File: src/hw/sin_lut.hex
// One signed 16-bit hex value per line
// Entry i is 32767 * sin(i * pi / 128)
0000
0324
0648
096A
0C8C
0FAB
12C8
15E2
18F9
1C0B
1F1A
2223
2528
2826
2B1F
2E11
30FB
33DF
36BA
398C
3C56
3F17
41CE
447A
471C
49B4
4C3F
4EBF
5133
539B
55F5
5842
5A82
5CB3
5ED7
60EB
62F1
64E8
66CF
68A6
6A6D
6C23
6DC9
6F5E
70E2
7254
73B5
7504
7641
776B
7884
7989
7A7C
7B5C
7C29
7CE3
7D89
7E1D
7E9C
7F09
7F61
7FA6
7FD8
7FF5

File: src/hw/synth_pkg.sv
package synth_pkg;

    ////////////////////
    // Core sizing
    ////////////////////

    // Oscillator voice count
    localparam int NUM_VOICES = 4;

    // Phase step per Hz, 2^24 over 48 kHz
    localparam int PHASE_PER_HZ = 350;

    // Quarter-wave sine table length
    localparam int LUT_DEPTH = 64;

    // Positive full scale of a raw wave
    localparam int WAVE_MAX = 32767;

    // Right shift after the amplitude multiply
    localparam int AMP_SHIFT = 8;

    // Mixer accumulator width, room for four voices
    localparam int MIX_WIDTH = 18;

    ////////////////////
    // Data types
    ////////////////////

    // Note frequency in Hz
    typedef logic [15:0] freq_t;

    // Amplitude, 255 is close to full scale
    typedef logic [7:0] amp_t;

    // Phase accumulator and increment
    typedef logic [23:0] phase_t;

    // Raw wave before scaling
    typedef logic signed [15:0] wave_t;

    // Scaled output of one voice
    typedef logic signed [15:0] voice_sample_t;

    // Mixed and clamped output
    typedef logic signed [15:0] sample_t;

    // Waveform selection
    typedef enum logic [1:0] {
        SAW    = 2'd0,
        SQUARE = 2'd1,
        SINE   = 2'd2,
        SILENT = 2'd3
    } wave_shape_t;

endpackage

File: src/hw/osc_voice.sv
`timescale 1ns/1ps

module osc_voice import synth_pkg::*; (
    input  logic          clk,
    input  logic          rst_n,
    input  logic          sample_tick,
    input  logic          voice_load,
    input  logic          voice_gate,
    input  phase_t        voice_incr,
    input  amp_t          voice_amp,
    input  wave_shape_t   voice_shape,
    output voice_sample_t voice_sample,
    output logic          voice_valid
);

    // Running phase
    phase_t phase;

    // Stage 1 registers, captured on the tick
    phase_t      phase_s1;
    logic        gate_s1;
    wave_shape_t shape_s1;
    logic        valid_s1;

    // Sine quarter table and its lookup
    wave_t                        sin_lut [LUT_DEPTH];
    logic [$clog2(LUT_DEPTH)-1:0] lut_idx;
    wave_t                        lut_val;

    // Raw wave and scaled product
    wave_t              wave;
    logic signed [24:0] scaled;

    // ROM contents
    initial begin
        $readmemh("/design/src/hw/sin_lut.hex", sin_lut);
    end

    ////////////////////
    // Phase accumulator
    ////////////////////

    always_ff @(posedge clk) begin
        if (!rst_n) begin
            phase <= '0;
        end else if (voice_load) begin
            // New note starts at phase 0
            phase <= '0;
        end else if (sample_tick && voice_gate) begin
            phase <= phase + voice_incr;
        end
    end

    // Stage 1 capture, phase before the add
    always_ff @(posedge clk) begin
        if (sample_tick) begin
            phase_s1 <= phase;
            gate_s1  <= voice_gate;
            shape_s1 <= voice_shape;
        end
    end

    always_ff @(posedge clk) begin
        if (!rst_n) begin
            valid_s1    <= 1'b0;
            voice_valid <= 1'b0;
        end else begin
            valid_s1    <= sample_tick;
            voice_valid <= valid_s1;
        end
    end

    ////////////////////
    // Wave shaping
    ////////////////////

    // Second quadrant reads the table backwards
    assign lut_idx = phase_s1[22] ? ($clog2(LUT_DEPTH))'(LUT_DEPTH - 1) - phase_s1[21:16]
                                  : phase_s1[21:16];
    assign lut_val = sin_lut[lut_idx];

    always_comb begin
        case (shape_s1)
            // Offset binary to two's complement ramp
            SAW:     wave = {~phase_s1[23], phase_s1[22:8]};
            SQUARE:  wave = phase_s1[23] ? wave_t'(-WAVE_MAX) : wave_t'(WAVE_MAX);
            // Lower half of the cycle is negated
            SINE:    wave = phase_s1[23] ? -lut_val : lut_val;
            default: wave = '0;
        endcase
    end

    // Unsigned amplitude as a positive signed factor
    assign scaled = wave * $signed({1'b0, voice_amp});

    // Stage 2 output, muted voice still produces a sample
    always_ff @(posedge clk) begin
        if (valid_s1) begin
            voice_sample <= gate_s1 ? voice_sample_t'(scaled >>> AMP_SHIFT) : '0;
        end
    end

endmodule

File: src/hw/synth_top.sv
`timescale 1ns/1ps

module synth_top import synth_pkg::*; (
    input  logic                  clk,
    input  logic                  rst_n,
    input  logic                  sample_tick,
    input  logic                  note_on,
    input  logic                  note_off,
    input  freq_t                 note_freq,
    input  amp_t                  note_amp,
    input  wave_shape_t           note_shape,
    output sample_t               sample_out,
    output logic                  sample_valid,
    output logic                  note_dropped,
    output logic [NUM_VOICES-1:0] voices_active
);

    // Allocator to voices
    logic [NUM_VOICES-1:0] voice_load;
    logic [NUM_VOICES-1:0] voice_gate;
    phase_t                voice_incr [NUM_VOICES];
    amp_t                  voice_amp [NUM_VOICES];
    wave_shape_t           voice_shape [NUM_VOICES];

    // Voices to mixer
    voice_sample_t         voice_sample [NUM_VOICES];
    logic [NUM_VOICES-1:0] voice_valid;

    ////////////////////
    // Note allocation
    ////////////////////

    voice_alloc voice_alloc_i (
        .clk           (clk),
        .rst_n         (rst_n),
        .note_on       (note_on),
        .note_off      (note_off),
        .note_freq     (note_freq),
        .note_amp      (note_amp),
        .note_shape    (note_shape),
        .note_dropped  (note_dropped),
        .voices_active (voices_active),
        .voice_load    (voice_load),
        .voice_gate    (voice_gate),
        .voice_incr    (voice_incr),
        .voice_amp     (voice_amp),
        .voice_shape   (voice_shape)
    );

    ////////////////////
    // Oscillator voices
    ////////////////////

    for (genvar i = 0; i < NUM_VOICES; i++) begin : g_voice
        osc_voice osc_voice_i (
            .clk          (clk),
            .rst_n        (rst_n),
            .sample_tick  (sample_tick),
            .voice_load   (voice_load[i]),
            .voice_gate   (voice_gate[i]),
            .voice_incr   (voice_incr[i]),
            .voice_amp    (voice_amp[i]),
            .voice_shape  (voice_shape[i]),
            .voice_sample (voice_sample[i]),
            .voice_valid  (voice_valid[i])
        );
    end

    // Sum of all voices
    voice_mixer voice_mixer_i (
        .clk          (clk),
        .rst_n        (rst_n),
        .voice_sample (voice_sample),
        .voice_valid  (voice_valid),
        .sample_out   (sample_out),
        .sample_valid (sample_valid)
    );

endmodule

File: src/hw/voice_alloc.sv
`timescale 1ns/1ps

module voice_alloc import synth_pkg::*; (
    input  logic                  clk,
    input  logic                  rst_n,
    input  logic                  note_on,
    input  logic                  note_off,
    input  freq_t                 note_freq,
    input  amp_t                  note_amp,
    input  wave_shape_t           note_shape,
    output logic                  note_dropped,
    output logic [NUM_VOICES-1:0] voices_active,
    output logic [NUM_VOICES-1:0] voice_load,
    output logic [NUM_VOICES-1:0] voice_gate,
    output phase_t                voice_incr [NUM_VOICES],
    output amp_t                  voice_amp [NUM_VOICES],
    output wave_shape_t           voice_shape [NUM_VOICES]
);

    // Frequency each voice was started with, for note-off matching
    freq_t voice_freq [NUM_VOICES];

    // Free voices and the one picked for note-on
    logic [NUM_VOICES-1:0] idle;
    logic [NUM_VOICES-1:0] on_sel;

    // Busy voices playing note_freq, and the one picked for note-off
    logic [NUM_VOICES-1:0] off_match;
    logic [NUM_VOICES-1:0] off_sel;

    // Gate changes requested this cycle
    logic [NUM_VOICES-1:0] gate_set;
    logic [NUM_VOICES-1:0] gate_clr;

    // Phase step for the incoming note
    phase_t new_incr;

    ////////////////////
    // Voice selection
    ////////////////////

    always_comb begin
        idle = ~voice_gate;
        // Isolate lowest set bit
        on_sel = idle & (~idle + 1'b1);

        for (int i = 0; i < NUM_VOICES; i++) begin
            off_match[i] = voice_gate[i] && (voice_freq[i] == note_freq);
        end
        off_sel = off_match & (~off_match + 1'b1);

        // Both strobes look at the gates from before this cycle
        gate_set = note_on ? on_sel : '0;
        gate_clr = note_off ? off_sel : '0;
    end

    // Hz to phase step, upper bits fall off
    assign new_incr = phase_t'(note_freq * PHASE_PER_HZ);

    ////////////////////
    // Control state
    ////////////////////

    always_ff @(posedge clk) begin
        if (!rst_n) begin
            voice_gate   <= '0;
            voice_load   <= '0;
            note_dropped <= 1'b0;
        end else begin
            voice_gate   <= (voice_gate | gate_set) & ~gate_clr;
            // One-cycle load strobe to the chosen voice
            voice_load   <= gate_set;
            // No free voice, note is lost
            note_dropped <= note_on && (idle == '0);
        end
    end

    // Mask seen by the host
    assign voices_active = voice_gate;

    ////////////////////
    // Per-voice settings
    ////////////////////

    always_ff @(posedge clk) begin
        for (int i = 0; i < NUM_VOICES; i++) begin
            if (gate_set[i]) begin
                voice_incr[i]  <= new_incr;
                voice_amp[i]   <= note_amp;
                voice_shape[i] <= note_shape;
                voice_freq[i]  <= note_freq;
            end
        end
    end

endmodule

File: src/hw/voice_mixer.sv
`timescale 1ns/1ps

module voice_mixer import synth_pkg::*; (
    input  logic                  clk,
    input  logic                  rst_n,
    input  voice_sample_t         voice_sample [NUM_VOICES],
    input  logic [NUM_VOICES-1:0] voice_valid,
    output sample_t               sample_out,
    output logic                  sample_valid
);

    // Wide sum, cannot overflow for four voices
    logic signed [MIX_WIDTH-1:0] sum;

    // Sum after clamping
    sample_t sat;

    ////////////////////
    // Sum and clamp
    ////////////////////

    always_comb begin
        sum = '0;
        for (int i = 0; i < NUM_VOICES; i++) begin
            // Sign extend each voice
            sum = sum + MIX_WIDTH'(voice_sample[i]);
        end
    end

    always_comb begin
        if (sum > WAVE_MAX) begin
            sat = sample_t'(WAVE_MAX);
        end else if (sum < -WAVE_MAX - 1) begin
            sat = sample_t'(-WAVE_MAX - 1);
        end else begin
            sat = sample_t'(sum);
        end
    end

    ////////////////////
    // Output register
    ////////////////////

    // Voices share the tick, voice 0 valid stands for all
    always_ff @(posedge clk) begin
        if (!rst_n) begin
            sample_out   <= '0;
            sample_valid <= 1'b0;
        end else begin
            sample_valid <= voice_valid[0];
            if (voice_valid[0]) begin
                sample_out <= sat;
            end
        end
    end

endmodule

File: config.mk
export PLATFORM = sky130hd
export DESIGN_NAME = synth_top
export DESIGN_NICKNAME = d
export VERILOG_FILES = /design/src/hw/synth_pkg.sv /design/src/hw/osc_voice.sv /design/src/hw/synth_top.sv /design/src/hw/voice_alloc.sv /design/src/hw/voice_mixer.sv
export SDC_FILE = /design/constraint.sdc
export NUM_CORES = 2
export LEC_CHECK = 0
export ABC_AREA = 1
export BUFFER_PORTS_ARGS = -buffer_cell sky130_fd_sc_hd__buf_2
export CAP_MARGIN = 30
export CORE_UTILIZATION = 30
export CTS_BUF_LIST = sky130_fd_sc_hd__clkbuf_16
export CTS_CLUSTER_SIZE = 14
export DETAILED_ROUTE_END_ITERATION = 10
export SETUP_SLACK_MARGIN = 0.2
export SLEW_MARGIN = 5
export SYNTH_ARGS = -nofsm -noshare
export SYNTH_HDL_FRONTEND = slang
export SYNTH_MEMORY_MAX_BITS = 65536
export SYNTH_SLANG_ARGS = --single-unit
File: constraint.sdc
create_clock -name clk -period 6.3 [get_ports clk]
set_clock_uncertainty 0.2 [all_clocks]
set_input_delay 0.945 -clock clk [delete_from_list [all_inputs] [get_ports clk]]
set_output_delay 0.945 -clock clk [all_outputs]
set_load 0.005 [all_outputs]
# Word level (Yosys, flattened, before mapping)
# Memory sizes are Yosys's and may differ from the RTL's.
# Index checks and enable logic that the tools add are counted.
# totals
ram_bits	64
reg_bits	428
in_bits	31
n_memories	1
word_cells	139
# op_classes
n_bitwise	13
addsub	13
n_mul	5
n_reduce_logical	21
n_lt_le_gt_ge	2
eq_ne	12
muxes	33
# memory_table
memory	depth	width	rd	rd_clocked_by_memory_dff	wr	line_no	source
voice_alloc_i.voice_freq	4	16	4	0	1	voice_alloc.sv:21	freq_t voice_freq [NUM_VOICES];
# op_table
op	n
$mux W16	13
$pmux W16 S3	4
$add A24 B24 Y24	4
$mul A16 B9 Y24	4
$eq A16 B16 Y1	4
$neg A16 Y16 const A	4
$reduce_or A16 Y1	3
$mul A16 B8 Y23 const B	1
$add A17 B16 Y18	1
$add A18 B16 Y18	1
$gt A18 B16 Y1 const B	1
$lt A18 B16 Y1 const B	1
$add A16 B16 Y17	1
$not A4 Y4	4
$and A4 B4 Y4	3
$mux W1	11
$logic_and A1 B1 Y1	9
$add A4 B1 Y4 const B	2
$eq A2 B1 Y1 const B	4
$eq A2 B2 Y1 const B	4
$logic_not A2 Y1	4
$mux W4	2
$reduce_or A2 Y1	4
$mux W2	3
other kinds (3)	7

# Longest topological paths before layout
# depth
ltp_word	11
mapped_depth	27

# By module
# A second synthesis with hierarchy kept.
# hier_totals
cells_unflattened	5525
area_unflattened_um2	45373.5
# modules_own_cells
module	cells_per_inst	instances	area_each_um2
voice_alloc	860	1	10282.4
osc_voice at g_voice[3].osc_voice_i	1065	1	8126.5
osc_voice at g_voice[0].osc_voice_i	1078	1	8119.0
osc_voice at g_voice[1].osc_voice_i	1077	1	8097.8
osc_voice at g_voice[2].osc_voice_i	1066	1	8077.7
voice_mixer	379	1	2670.1

# Least setup slack after synthesis
# Ideal clock, no wire load.
# synth_timing
path_type	register to register
startpoint	reg g_voice[1].osc_voice_i.shape_s1[1]
endpoint	reg g_voice[1].osc_voice_i.voice_sample[15], data pin
path_slack_ns	1.061
arrival_time_ns	4.785
path_stages_with_launch	21
synth_period_minus_slack_ns	5.239
setup_ns	0.255
required_ns	5.845
path_buffers	0
cell_sequence	edfxtp_1 -> nor2_1 -> inv_1 -> o21ai_0 -> inv_1 -> nor2_1 -> inv_1 -> fa_1 -> inv_1 -> fa_1 -> inv_1 -> fa_1 -> fa_1 -> inv_1 -> ha_1 -> inv_1 -> nor3_1 -> nand2_1 -> o211a_1 -> a21oi_1 -> nor2_1
# synth_between
elab_chain_len	3
elab_cells_between_ends	5
# synth_rtl
element	line_no	source
start, declared	osc_voice.sv:22	wave_shape_t shape_s1;
start signal, assigned	osc_voice.sv:59	shape_s1 <= voice_shape;
$eq A2 B2 Y1, or another cell as far along	osc_voice.sv:83	case (shape_s1)
$pmux W16 S3 *	osc_voice.sv:83	
$mul A16 B9 Y24 *	osc_voice.sv:94	assign scaled = wave * $signed({1'b0, voice_amp});
end signal, assigned	osc_voice.sv:99	voice_sample <= gate_s1 ? voice_sample_t'(scaled >>> AMP_SHIFT) : '0;
end, declared	osc_voice.sv:12	output voice_sample_t voice_sample,
# Mark *: on every way between the ends. The rest lies on a longest branch, timed or not.
# A chain may end at the register's enable or synchronous reset.

# Final worst setup path
# layout_timing
startpoint	reg g_voice[2].osc_voice_i.shape_s1[0]
endpoint	reg g_voice[2].osc_voice_i.voice_sample[9], data pin
# layout_between
elab_chain_len	3
elab_cells_between_ends	5
# layout_rtl
element	line_no
start, declared	osc_voice.sv:22
start signal, assigned	osc_voice.sv:59
$eq A2 B2 Y1, or another cell as far along	osc_voice.sv:83
$pmux W16 S3 *	osc_voice.sv:83
$mul A16 B9 Y24 *	osc_voice.sv:94
end signal, assigned	osc_voice.sv:99
end, declared	osc_voice.sv:12
# Marked as above.

==> flow_summary_export.csv <==
group,metric,value,unit
run_status,outcome,"completed",
placed_design,io_buffer_count,52,
yosys,ys_seq_area_frac,0.281,
pwr,vdd_drop_max,0.302,mV
placed_design,hpwl,94700,um
clocking,cts_setup_buffers,0,
worst_setup_path,r2r_cells,23,
floorplanning,rows,140,
detailed_routing,routedWlPerCell,15.7,um
global_route,grt-ovfl-total,0,
pwr,power.total,0.0140,W
finish,multi_input_area,26600,um^2
yosys,syn_nets,6174,
yosys,syn_area,44000,um^2
yosys,yosysMostFrequentCell,"inv_1",
finish,ff_latch_area,12400,um^2
worst_setup_path,timing.rr.end,"g_voice[2].osc_voice_i.voice_sample[9]",
worst_setup_path,crit_path_frequent_cell,"nand2_1",
detailed_routing,firstDrtPassIters,5,
yosys,syn_inst,5314,
global_route,grt_max_degree,66,
timing,post-route-min-period,5720,ps
clocking,hold_buffers,0,
yosys,ys_top_cells_by_count,"1258 x inv_1, 935 x nand2_1, 608 x nor2_1",
finish,layout-drive-gt1-share,0.0511,
yosys,ys_warn_count,0,
worst_hold_path,hp-start,"voice_alloc_i.voice_shape[1]",
detailed_routing,ant_nets,0,
finish,diodes,0,
detailed_routing,drc,0,
detailed_routing,routed_wl,115000,um
yosys,ys_types,50,
worst_setup_path,critPathTopFamily,"adder cells",
worst_setup_path,arrival,5910,ps
yosys,syn_area_per_cell,8.29,um^2
worst_hold_path,hold_depth,0,
placed_design,place_ws,657,ps
timing,timing.fmax,0.175,GHz
pwr,p_leak,24.1,nW
floorplanning,start_util,0.302,
yosys,ys_seq_elements,452,
worst_setup_path,critPathMaxFanout,14,
worst_setup_path,reg2reg_from,"g_voice[2].osc_voice_i.shape_s1[0]",
timing,period_share,0.907,
yosys,synth_top_area_cell,"edfxtp_1",
global_route,grt_use_total,0.157,
worst_hold_path,min_to,"g_voice[3].osc_voice_i.shape_s1[1]",
yosys,synth_top_area_share,0.226,
floorplanning,num_io_pins,53,
worst_setup_path,start_kind,"flip-flop",
detailed_routing,vias,33752,
floorplanning,die_x,385,um
timing,worst_pin_slew,896,ps
timing,setup_tns,0,ps
timing,setup_slack,583,ps
worst_setup_path,cp_num_buf_inv,5,
clocking,clockBufferDepth,3,
yosys,synth.area.top_cells,"edfxtp_1 23%, fa_1 22%, inv_1 11%",
clocking,clock_latency,660,ps
timing,setup_viol,0,
clocking,cts_tree,"yes",
worst_setup_path,r2r_setup_slack,580,ps
global_route,grt_first_pass_wirelength,185000,um
floorplanning,fp.dieArea,148000,um^2
global_route,grt_pass1_vias,34347,
timing,rsz0062_at_grt,"false",
floorplanning,dieHeight,385,um
floorplanning,core,146000,um^2
timing,drv_slew,0,
placed_design,dp_cells,7262,
worst_setup_path,path_cells,"nor2_1 -> inv_1 -> o21ai_1 -> nand2_1 -> fa_1 -> inv_1 -> fa_1 -> fa_1 -> inv_1 -> fa_1 -> inv_1 -> ha_1 -> nand2_1 -> inv_1 -> nand3_1 -> nor3_1 -> nand4_1 -> nand2_1 -> nand2_1 -> nand2_1 -> nand2_1 -> nand2_1 -> nor2_1",
clocking,clock-sinks,452,
worst_setup_path,cp.depth,23,
global_route,antenna_found_initial,4,
job,cap_violations,0,
timing,slew_headroom,0.401,
worst_setup_path,critical_path.max_stage_delay,670,ps
worst_setup_path,endpoint_kind,"flip-flop",
finish,layout.cells.non_filler,7358,
clocking,cts_made_buffers,51,
yosys,synthArstFlopShare,0,
detailed_routing,first_iter_violations,1982,
clocking,cts.clk_slew.worst_paths,60,ps
clocking,h-tree-depth,2,
pwr,p_per_area,288,nW/um^2
detailed_routing,vias_per_cell,4.59,
finish,fin_nets,6258,
worst_setup_path,slowest_stage,"o21ai_1",
finish,syn2layout_area_growth,10.4,%
timing,hold_viol,0,
worst_hold_path,hp-class,"reg2reg",
yosys,synthFlopType,"edfxtp_1",
yosys,synth-edff-count,332,
placed_design,place_congestion,0.913,
worst_setup_path,path_class,"reg2reg",
finish,fillers,15299,
worst_setup_path,cp.required,6490,ps
clocking,root_buffer,"clkbuf_16",
==> worst reg2reg max path, cell delays in order (launching register included) <==
cell	delay [ps]
edfxtp_1	450
nor2_1	160
inv_1	180
o21ai_1	680
nand2_1	150
fa_1	510
inv_1	50
fa_1	490
fa_1	570
inv_1	60
fa_1	470
inv_1	40
ha_1	340
nand2_1	120
inv_1	100
nand3_1	70
nor3_1	240
nand4_1	150
nand2_1	120
nand2_1	60
nand2_1	90
nand2_1	60
nand2_1	50
nor2_1	50
==> power by group <==
group	total, W	switching (W)	internal (W)
registers	0.00395	0.000149	0.00380
clock network	0.00308	0.00139	0.00169
logic	0.00699	0.00464	0.00235
==> layer usage <==
layer / global-route usage / vias up / share of wire
li1: - / 16799 / -
met1: 0.206 / 16056 / 0.46
met2: 0.266 / 733 / 0.47
met3: 0.0191 / 160 / 0.044
met4: 0.0517 / 4 / 0.033
met5: 0 / - / 0.00023
==> placed cells by master (no fill, tap or decap), types with 119 or more instances in the layout <==
master and instances:
a21oi_1 286, dfxtp_1 119, edfxtp_1 332, fa_1 484
ha_1 344, inv_1 1265, nand2_1 935, nand3_1 153
nor2_1 605, o21ai_0 235
==> how the worst max path moves through the flow <==
stage / from / end
2_1_floorplan: g_voice[1].osc_voice_i.shape_s1[1] / g_voice[1].osc_voice_i.voice_sample[15]
3_3_place_gp: g_voice[0].osc_voice_i.shape_s1[1] / g_voice[0].osc_voice_i.voice_sample[15]
3_5_place_dp: g_voice[1].osc_voice_i.shape_s1[1] / g_voice[1].osc_voice_i.voice_sample[15]
4_1_cts: g_voice[2].osc_voice_i.shape_s1[0] / g_voice[2].osc_voice_i.voice_sample[13]
5_1_grt: g_voice[3].osc_voice_i.shape_s1[0] / g_voice[3].osc_voice_i.voice_sample[12]
6_report: g_voice[2].osc_voice_i.shape_s1[0] / g_voice[2].osc_voice_i.voice_sample[9]
==> metrics by stage <==
stage / area (um^2) / hold slack, ps / util
2_1_floorplan: 44000 / 200 / -
5_1_grt: 48600 / 225 / 0.334
6_report: 48600 / 219 / 0.334
3_3_place_gp: 46800 / 207 / 0.321
4_1_cts: 48600 / 220 / 0.334
3_5_place_dp: 46900 / 205 / 0.322
==> registers in the layout, summed over array words and instances (netlist names) <==
name	count
g_voice.osc_voice_i.voice_valid	1
voice_alloc_i.voice_freq	60
voice_alloc_i.voice_gate	4
voice_alloc_i.voice_amp	32
voice_alloc_i.voice_shape	8
voice_alloc_i.note_dropped	1
voice_alloc_i.voice_load	4
g_voice.osc_voice_i.gate_s1	4
g_voice.osc_voice_i.voice_sample	64
voice_mixer_i.sample_valid	1
g_voice.osc_voice_i.phase	92
g_voice.osc_voice_i.shape_s1	8
voice_alloc_i.voice_incr	92
g_voice.osc_voice_i.phase_s1	64
g_voice.osc_voice_i.valid_s1	1
voice_mixer_i.sample_out	16
==> final cells by class <==
cell class | instances | area share
clock buffer | 51 | 0.0263
clock inverter | 45 | 0.00908
inverter | 1262 | 0.0974
multi-input combinational | 3520 | 0.548
sequential | 452 | 0.255
tap | 1917 | 0.0493
timing repair buffer | 111 | 0.0156
==> logic make-up after synthesis <==
logic type	count (synthesis)	synth area share
adders and majority gates	829	0.318
xor gates and xnor gates	104	0.0207
and+or+nand+nor	1881	0.175
buffers and inverters	1342	0.115
AOI/OAI and AO/OA	706	0.0899
DFF	452	0.281
==> repair_timing <==
item                                    4_1_cts  5_1_grt
endpoints found under the setup margin        0        3
hold endpoints to repair                      0        0
resized for setup                             0        7
No activity file was read; power rests on OpenSTA's default activity.
